==> src/logic/bus_l2_pkg.sv <==
`default_nettype none

package bus_l2_pkg;

	// Word address and data widths on the shared bus
	localparam int ADDR_W = 32;
	localparam int DATA_W = 32;

	// L2 geometry with two ways per set
	// Set index is the low address bits and the tag is what is left above it
	localparam int SET_BITS = 9;
	localparam int TAG_W = ADDR_W - SET_BITS;
	localparam int N_SETS = 1 << SET_BITS;

	// Bus operation carried with each request
	typedef enum logic {
		OP_READ  = 1'b0,
		OP_FLUSH = 1'b1
	} bus_op_t;

	// Result code returned with a read
	typedef enum logic [1:0] {
		HIT_NONE = 2'b00,
		HIT_PEER = 2'b01,
		HIT_L2   = 2'b10,
		HIT_MISS = 2'b11
	} hit_code_t;

	// What a core presents to the bus
	typedef struct packed {
		logic              valid;
		bus_op_t           op;
		logic [ADDR_W-1:0] addr;
		logic [DATA_W-1:0] wdata;
	} core_req_t;

	// Granted request tagged with its source core
	typedef struct packed {
		core_req_t cmd;
		logic      core;
	} bus_req_t;

	// Peer L1 answer to a snoop probe
	typedef struct packed {
		logic              hit;
		logic [DATA_W-1:0] data;
	} snoop_t;

	// Tag lookup result passed on to the data stage
	typedef struct packed {
		bus_req_t   req;
		logic [1:0] way_hit;
		logic       write_way;
		logic       l2_hit;
	} tag_result_t;

	// Response strobe toward a core
	typedef struct packed {
		logic              valid;
		hit_code_t         code;
		logic [DATA_W-1:0] data;
	} core_resp_t;

endpackage

`default_nettype wire

==> src/logic/bus_arbiter.sv <==
`timescale 1ns/1ps
`default_nettype none

// Stage 1 of the bus pipeline
// Picks one core per cycle and registers its request
module bus_arbiter (
	input  logic                                   clk,
	input  logic                                   reset,
	input  bus_l2_pkg::core_req_t [1:0]            req,
	output logic [1:0]                             grant,
	output bus_l2_pkg::bus_req_t                   bus_req,
	output logic [1:0]                             snoop_addr_valid,
	output logic [1:0][bus_l2_pkg::ADDR_W-1:0]     snoop_addr
);
	import bus_l2_pkg::*;

	// Round robin pointer where low favors core 0
	logic toggle_q;

	// Both cores asking in the same cycle
	logic both_req;

	// Index of the granted core which is 0 when nobody is granted
	logic win_core;

	// Probe is only sent for reads
	logic probe;

	assign both_req = req[0].valid && req[1].valid;

	// Grant is combinational so the request is taken at this edge
	// A lone requester always wins
	always_comb begin
		grant[0] = req[0].valid && (!req[1].valid || !toggle_q);
		grant[1] = req[1].valid && (!req[0].valid || toggle_q);
	end

	assign win_core = grant[1];

	// Flip the pointer only when there was a real conflict
	always_ff @(posedge clk) begin
		if (reset) begin
			toggle_q <= 1'b0;
		end else if (both_req) begin
			toggle_q <= !toggle_q;
		end
	end

	// Register the winner with its core number
	always_ff @(posedge clk) begin
		if (reset) begin
			bus_req.cmd.valid <= 1'b0;
		end else begin
			bus_req.cmd       <= req[win_core];
			bus_req.cmd.valid <= |grant;
			bus_req.core      <= win_core;
		end
	end

	assign probe = bus_req.cmd.valid && (bus_req.cmd.op == OP_READ);

	// Snoop goes to the opposite core in the cycle after acceptance
	// Peer answers one cycle later toward the data stage
	always_comb begin
		for (int c = 0; c < 2; c++) begin
			snoop_addr_valid[c] = probe && (int'(bus_req.core) != c);
			// Same address to both while only the valid bit selects the peer
			snoop_addr[c] = bus_req.cmd.addr;
		end
	end

endmodule

`default_nettype wire

==> config.mk <==
export PLATFORM = sky130hd
export DESIGN_NAME = bus_arbiter
export DESIGN_NICKNAME = d
export VERILOG_FILES = /design/src/logic/bus_l2_pkg.sv /design/src/logic/bus_arbiter.sv
export SDC_FILE = /design/constraint.sdc
export NUM_CORES = 1
export LEC_CHECK = 0
export BUFFER_PORTS_ARGS = -buffer_cell sky130_fd_sc_hd__buf_2
export CORE_MARGIN = 1.5
export CORE_UTILIZATION = 35
export DETAILED_ROUTE_END_ITERATION = 8
export PLACE_DENSITY = 0.8
export REMOVE_ABC_BUFFERS = 1
export SLEW_MARGIN = 30
export SYNTH_ARGS = -nofsm -noshare
export SYNTH_HDL_FRONTEND = slang
export SYNTH_SLANG_ARGS = --single-unit
==> constraint.sdc <==
create_clock -name clk -period 4.61 [get_ports clk]
set_input_delay 0.922 -clock clk [delete_from_list [all_inputs] [get_ports clk]]
set_output_delay 0.922 -clock clk [all_outputs]
set_load 0.005 [all_outputs]
Word-level counts from Yosys, hierarchy flattened
Index checks and enable logic that the tools add are counted.
W data, S select, Z words.
- bits in registers: 68
- bits of input ports: 134
- output and inout bits: 135
- word-level logic and storage cells: 23
- order comparisons: 1
- mux-type cells: 2
- bitwise gates (word level): 2
- reductions and logical operators: 12
- operator list (cell ; number):
    $mux W65 ; 2
    $logic_and A1 B1 Y1 ; 6
    $logic_not A1 Y1 ; 3
    $logic_or A1 B1 Y1 ; 2
    $lt A1 B2 Y1 const B ; 1
    $not A1 Y1 ; 2
    $reduce_or A2 Y1 ; 1

Depth between registers and ports, before layout
Gate-level depths: netlist of the first run.
- depth after elaboration: 5
- gate-level depth with buffers: 6
- mapped depth without buffers: 3

Worst setup path before layout of the first run
Ideal clock, no wire load.
- kind: input-to-reg
- from: input reset
- to: register bus_req[0] (netlist bit) (enable)
- setup time: 0.420 ns
- data arrival time: 2.203 ns
- required time: 4.190 ns
- path slack: 1.987 ns
- cell stages on the path: 1
- path buffers: 0
- path through: inv_1
- RTL lines (what ; RTL line ; RTL):
    from (decl) ; bus_arbiter.sv:8 ; input logic reset,
    to (decl) ; bus_arbiter.sv:11 ; output bus_l2_pkg::bus_req_t bus_req,
No word-level cell between the ends.

Final worst setup path of the first run
- from: input req[65] (netlist bit)
- to: output grant[1]
- longest elaborated chain between the ends: 3
- RTL lines (what ; RTL line ; RTL):
    from (decl) ; bus_arbiter.sv:9 ; input bus_l2_pkg::core_req_t [1:0] req,
    $logic_not A1 Y1 ; bus_arbiter.sv:35 ; grant[1] = req[1].valid && (!req[0].valid || toggle_q);
    $logic_or A1 B1 Y1 ; bus_arbiter.sv:35 ;
    $logic_and A1 B1 Y1 ; bus_arbiter.sv:35 ;
    to (decl) ; bus_arbiter.sv:10 ; output logic [1:0] grant,
Every way passes these cells.

==> results of run 1 <==
[metrics by stage]
stage          utilization  instances  instance area (µm²)  hold WS, ns
4_1_cts              0.477        565                 4690        0.619
3_3_place_gp         0.459        549                 4500        0.581
3_5_place_dp         0.459        549                 4500        0.602
5_1_grt              0.477        565                 4690        0.664
2_1_floorplan            -        145                 2970        0.556
6_report             0.477        565                 4690        0.625
[flip-flops by register name, indices dropped and copies added, names as in the netlist]
signal,count
bus_req,67
toggle_q,1
[report_power, final]
group,switching [mW],internal (mW)
combinational,0.103,0.160
sequential,0.0239,0.735
clock,0.220,0.244
total,0.346,1.14
[per-layer routing]
layer / wire (µm) / GRT usage / share of wire
met5: 0 / 0 / 0
met3: 645 / 0.0363 / 0.079
met2: 4430 / 0.282 / 0.54
met4: 154 / 0.0714 / 0.019
met1: 2910 / 0.157 / 0.36
[logic make-up after synthesis]
group | share of synthesized area
flip-flops | 0.568
multiplexers | 0.247
XOR/XNOR | 0.00246
AND/OR/NAND/NOR | 0.00878
AO/OA/AOI/OAI | 0.00597
buffers and inverters | 0.169
[synthesized netlist by cell type]
cell / n
inv_1: 2
and3b_1: 1
mux2_1: 5
mux2_2: 21
buf_6: 1
xor2_1: 1
nor2_1: 3
buf_8: 1
edfxtp_1: 66
buf_12: 3
mux2_4: 39
buf_4: 67
o21ai_4: 1
dfxtp_1: 2
nor3b_1: 1
a21oi_1: 1
inv_2: 1
nand2_1: 1
[area by class of cell]
cell class                 instances  area [µm²]
fill                             897        5130
clock inverter                     6        55.1
sequential                        68        2020
timing repair buffer             271        1360
tap                              133         166
clock buffer                      10         128
inverter                           3        11.3
multi-input combinational         74         940
[critical path, stage by stage]
cell     delay (ns)
buf_2          0.10
inv_2          0.05
o21ai_4        0.13
buf_4          0.42
inv_1          0.13
buf_2          0.15
[final timing paths]
path / start / to / slack [ns] / depth (start not counted)
max: req[65] / grant[1] / 1.78 / 6
min: toggle_q / toggle_q / 0.63 / 2
max reg2reg: toggle_q / bus_req[15] / 2.42 / 4
min reg2reg: toggle_q / toggle_q / 0.63 / 2
==> results.yml, run 1 <==
synth:
  ys_seq_elements: 68
  synthTopCellsByArea: "edfxtp_1 56%, mux2_4 16%, buf_4 14%"
  ys_types: 18
  synth_top_area_frac: 0.556
  synth-seq-area-share: 0.568
  avgSynthCellArea_um2: 16.4
  syn_area_mm2: 0.00356
  synth_cells: 217
  yosysTopAreaCell: "edfxtp_1"
  ys_warn_count: 0
clocking:
  insertion_delay_ns: 0.33
  htreeDepth: 3
  clk_pin_slew_worst_paths_ns: 0.07
  cts_root_buf: "clkbuf_8"
  cts_resized: 0
  postCtsSetupBuffers: 0
  clk_path_buf_depth: 2
  numCtsBuffers: 9
  hold_buffers: 0
  tritoncts: "yes"
  clkSinkCount: 68
setup_path:
  critPathMaxFanout: 32
  worstPathArrival_ns: 1.91
  path_class: "primary input to output pin"
  crit_path_end_kind: "output pin"
  worstPathRequired_ns: 3.69
  startpoint_type: "primary input"
run:
  drv_cap: 0
timing:
  rsz0062_at_grt: "false"
  fin_tns_setup_ns: 0
  post-route-period-util: 0.614
  skew_ns: 0.00549
  slew-limit-headroom: 0.588
  setup_viol: 0
  worst_slew_pin_slew_ns: 0.617
  slew_violations: 0
  post-route-min-period_ns: 2.83
  hold_violations: 0
  setup_ws_ns: 1.78
  max_freq_mhz: 353
power:
  ir_drop_uv: 138
  power_density_mw_per_mm2: 317
  cellLeakagePower_nw: 2.32
  power_mw: 1.49
global_routing:
  grt_start_max_net_pins: 36
  grt_overflow_total: 0
  grt_antenna_before_repair: 0
  grt_usage: 0.151
  grt_pass1_vias: 2470
  grt_pass1_wl_um: 12500
routing:
  via_per_inst: 4.29
  num_vias: 2422
  ant_nets: 0
  first_iter_violations: 90
  wl_per_cell_um: 14.4
  dr.pass1.iters: 3
  routed_wl_um: 8150
  drc: 0
status:
  status: "finished clean"
cells_and_area:
  fin_nets: 561
  layout_common_cells: "268 x buf_2, 66 x edfxtp_1, 39 x mux2_4"
  drive_gt1_frac: 0.803
  n_antenna_cell: 0
  final_common_cell: "buf_2"
  areaGrowthSynthToFinish_pct: 31.5
min_path:
  min_path_type: "register to register"
floorplanning:
  ios: 269
  rows: 36
  die_y_um: 104
  core_area_mm2: 0.00982
  start_util: 0.363
  dieArea_mm2: 0.0108
  die_width_um: 104
placement:
  numPortBuffers: 268
  hpwlAfterDp_um: 6510
  dp_slack_ns: 1.68
  gp_congestion: 0.714
(Power assumes the default switching activity.)
==> run 2, diff against run 1 <==
- PLACE_DENSITY: 0.8 -> 0.82
- clock period: 4.61 -> 2.6 ns (I/O delays scaled with it)
==> results.yml, run 2 (synthesis gave the netlist of run 1 again) <==
floorplanning:
  dieArea_mm2: 0.0108
  ios: 269
  die_width_um: 104
  start_util: 0.363
  die_y_um: 104
  core_area_mm2: 0.00982
  rows: 36
global_routing:
  grt_start_max_net_pins: 36
  grt_usage: 0.148
  grt_pass1_vias: 2532
  grt_antenna_before_repair: 0
  grt_overflow_total: 0
  grt_pass1_wl_um: 12500
cells_and_area:
  n_antenna_cell: 0
  final_common_cell: "buf_2"
  fillers: 894
  regMostFlops: "bus_req"
  largest_reg_flops: 67
  areaGrowthSynthToFinish_pct: 33.2
  multi_input_comb_area_um2: 940
  fin_nets: 562
  drive_gt1_frac: 0.804
  finalNonFillerCells: 566
  top_regs: "bus_req: 67 flops, toggle_q: 1 flops"
  design_area_mm2: 0.00474
  layout_common_cells: "268 x buf_2, 66 x edfxtp_1, 39 x mux2_4"
  regArea_mm2: 0.00202
power:
  power_mw: 2.74
  ir_drop_uv: 222
  power_density_mw_per_mm2: 578
  cellLeakagePower_nw: 2.34
clocking:
  cts_resized: 0
  clk_pin_slew_worst_paths_ns: 0.08
  clk_path_buf_depth: 2
  insertion_delay_ns: 0.33
  numCtsBuffers: 9
  hold_buffers: 0
  htreeDepth: 3
  tritoncts: "yes"
  postCtsSetupBuffers: 0
  clkSinkCount: 68
  cts_root_buf: "clkbuf_8"
timing:
  worst_slew_pin_slew_ns: 0.465
  slew-limit-headroom: 0.690
  setup_viol: 0
  max_freq_mhz: 537
  slew_violations: 0
  rsz0062_at_grt: "false"
  post-route-min-period_ns: 1.86
  hold_violations: 0
  setup_ws_ns: 0.739
  skew_ns: 0.0105
  post-route-period-util: 0.716
placement:
  hpwlAfterDp_um: 6390
  dp_slack_ns: 0.734
  numPortBuffers: 268
  dpl.cell_count: 550
  placed_area_mm2: 0.00454
  gp_congestion: 0.773
routing:
  first_iter_violations: 82
  drc: 0
  via_per_inst: 4.22
  wl_per_cell_um: 14.1
  ant_nets: 0
  routed_wl_um: 7960
  num_vias: 2387
  dr.pass1.iters: 4
setup_path:
  worstPathRequired_ns: 2.08
  startpoint: "req[65]"
  crit_path_end_kind: "output pin"
  reg2regPathDepth: 3
  critPathMaxFanout: 31
  critPathSlowestCell: "buf_12"
  rrSetupSlack_ns: 1.14
  startpoint_type: "primary input"
  rr_startpoint: "toggle_q"
  worst_path_largest_cell_delay_ns: 0.24
  path_class: "primary input to output pin"
  worstPathArrival_ns: 1.34
  path_cells: "buf_2 > inv_2 > o21ai_4 > buf_12 > inv_1 > buf_2"
  critPathMostFrequentCell: "buf_2"
min_path:
  holdCritStartpoint: "reset"
  whs_path_depth: 2
  min_path_type: "primary input to register"
run:
  drv_cap: 0
status:
  status: "finished clean"
-- run 2: path summary, 6_finish.rpt --
kind | end
hold / removal | bus_req[66]
setup reg to reg | bus_req[21]
setup / recovery | grant[1]
hold reg to reg | toggle_q
-- run 2: through the flow --
step	hold WS (ns)	utilization	setup TNS [ns]
after floorplan	0.556	-	-3.45
after global placement	0.579	0.462	0
after detailed placement	0.605	0.462	0
after CTS	0.352	0.483	0
after global routing	0.374	0.483	0
final	0.376	0.483	0
-- run 2: per-layer routing --
layer,track usage,part of all wire,vias to the layer above
li1,-,-,1136
met1,0.158,0.38,1085
met2,0.279,0.53,158
met3,0.0326,0.080,8
met4,0.0595,0.013,0
met5,0,0,-
-- run 2: area by class of cell --
cell class,instances,area share
flip-flops and latches,68,0.426
repair buffers,272,0.294
multi-input cells,74,0.198
well taps,133,0.0351
clock buffers,11,0.0277
clock inverters,5,0.0161
inverters,3,0.00237
-- run 2: critical path: cells and delay by family --
family	cells	cell delay [ns]
buffers and inverters	5	0.60
AOI/OAI and AO/OA	1	0.21
-- run 2: power breakdown --
| group | internal (mW) | leakage, nW | switching (mW) | total (mW) |
|---|---|---|---|---|
| clock network | 0.536 | 0.101 | 0.387 | 0.923 |
| logic | 0.290 | 1.58 | 0.182 | 0.472 |
| registers | 1.30 | 0.663 | 0.0431 | 1.35 |
| total | 2.13 | 2.34 | 0.613 | 2.74 |
==> run 3, diff against run 2 <==
- clock period: 2.6 -> 1.5 ns (I/O delays scaled with it)
==> results.yml, run 3 (synthesis gave the netlist of run 1 again) <==
timing:
  slew-limit-headroom: 0.868
  post-route-min-period_ns: 1.46
  max_freq_mhz: 685
  fin_tns_setup_ns: 0
  worst_slew_pin_slew_ns: 0.198
  post-route-period-util: 0.974
  hold_violations: 0
  skew_ns: 0.00967
  setup_viol: 0
  rsz0062_at_grt: "true"
  slew_violations: 0
cells_and_area:
  layout_common_cells: "267 x buf_2, 66 x edfxtp_1, 39 x mux2_4"
  largest_reg_flops: 67
  regMostFlops: "bus_req"
  finalCoreUtilization: 0.498
  top_regs: "bus_req: 67 flops, toggle_q: 1 flops"
  n_antenna_cell: 0
  fillers: 874
  final_common_cell: "buf_2"
  drive_gt1_frac: 0.816
  areaGrowthSynthToFinish_pct: 37.2
  fin_nets: 571
routing:
  via_per_inst: 4.35
  num_vias: 2495
  drc: 0
  first_iter_violations: 142
  routed_wl_um: 8900
  ant_nets: 0
  wl_per_cell_um: 15.5
  dr.pass1.iters: 4
placement:
  hpwlAfterDp_um: 6640
  numPortBuffers: 268
  gp_congestion: 0.765
run:
  drv_cap: 0
global_routing:
  grt_antenna_before_repair: 0
  grt_pass1_vias: 2546
  grt_pass1_wl_um: 13300
  grt_usage: 0.162
  grt_start_max_net_pins: 35
  grt_overflow_total: 0
floorplanning:
  die_y_um: 104
  core_area_mm2: 0.00982
  die_width_um: 104
  dieArea_mm2: 0.0108
  rows: 36
  start_util: 0.363
  ios: 269
clocking:
  clk_pin_slew_worst_paths_ns: 0.07
  numCtsBuffers: 9
  insertion_delay_ns: 0.34
  clk_path_buf_depth: 2
  htreeDepth: 3
  clkSinkCount: 68
  tritoncts: "yes"
  hold_buffers: 0
  cts_root_buf: "clkbuf_8"
setup_path:
  worstPathRequired_ns: 1.59
  crit_path_end_kind: "register"
  critPathMaxFanout: 9
  path_class: "register to register"
  startpoint_type: "register"
  worstPathArrival_ns: 1.55
  reg2regPathDepth: 4
status:
  status: "finished clean"
min_path:
  whs_path_depth: 2
  min_path_type: "primary input to register"
power:
  cellLeakagePower_nw: 2.42
  power_density_mw_per_mm2: 916
  ir_drop_uv: 336
==> run 3: changes by cell type in the layout (fill, tap and decap cells not counted), moves of 2 or more <==
cell,previous run,this run
buf_16,0,3
buf_12,2,4
buf_6,0,2
bufinv_16,2,0
clkbuf_16,0,2
clkinv_2,1,3
==> run 3: final cells by class <==
class,count,area [µm²],share of cell area
clock inverter,4,18.8,0.00384
clock buffer,10,128,0.0261
multi-input combinational,74,945,0.193
sequential,68,2030,0.414
tap,133,166,0.0340
inverter,3,11.3,0.00230
timing repair buffer,281,1590,0.326
==> run 3: worst paths after layout <==
kind	from	end	slack, ns
max	toggle_q	bus_req[21]	0.04
min	reset	bus_req[66]	0.17
max reg2reg	toggle_q	bus_req[21]	0.04
min reg2reg	toggle_q	bus_req[0]	0.69
==> run 3: layer usage <==
layer  up-vias  part of all wire  GRT usage
met3        10             0.073     0.0320
li1       1157                 -          -
met5         -                 0          0
met1      1157              0.37      0.179
met4         0             0.017     0.0744
met2       171              0.54      0.298
==> run 3: per-stage QoR <==
step	total power, mW	area (µm²)	cells	hold WS [ns]	setup slack [ns]
2_1_floorplan	2.72	2970	145	0.372	-0.986
3_3_place_gp	3.19	4570	551	0.506	-0.0558
3_5_place_dp	3.22	4570	551	0.512	-0.104
4_1_cts	4.50	4790	569	0.144	-0.0630
5_1_grt	4.70	4890	573	0.158	-0.00373
6_report	4.48	4890	573	0.170	0.0394
==> run 3: critical path, cell delays in order (launching register included) <==
cell     delay (ns)
dfxtp_4        0.35
o21ai_4        0.18
buf_6          0.19
buf_16         0.15
mux2_2         0.34
==> run 3: repair_timing <==
item                                    in CTS  in global routing
endpoints found under the setup margin       1                 39
gates resized for setup                      4                  5
gates cloned                                 2                  2
setup buffers                                2                  2
pin swaps                                    1                  1
==> run 3: power by group <==
| group | internal (mW) | total [mW] | switching [mW] |
|---|---|---|---|
| Combinational | 0.570 | 0.920 | 0.350 |
| Sequential | 2.26 | 2.33 | 0.0744 |
| Clock | 0.568 | 1.22 | 0.657 |
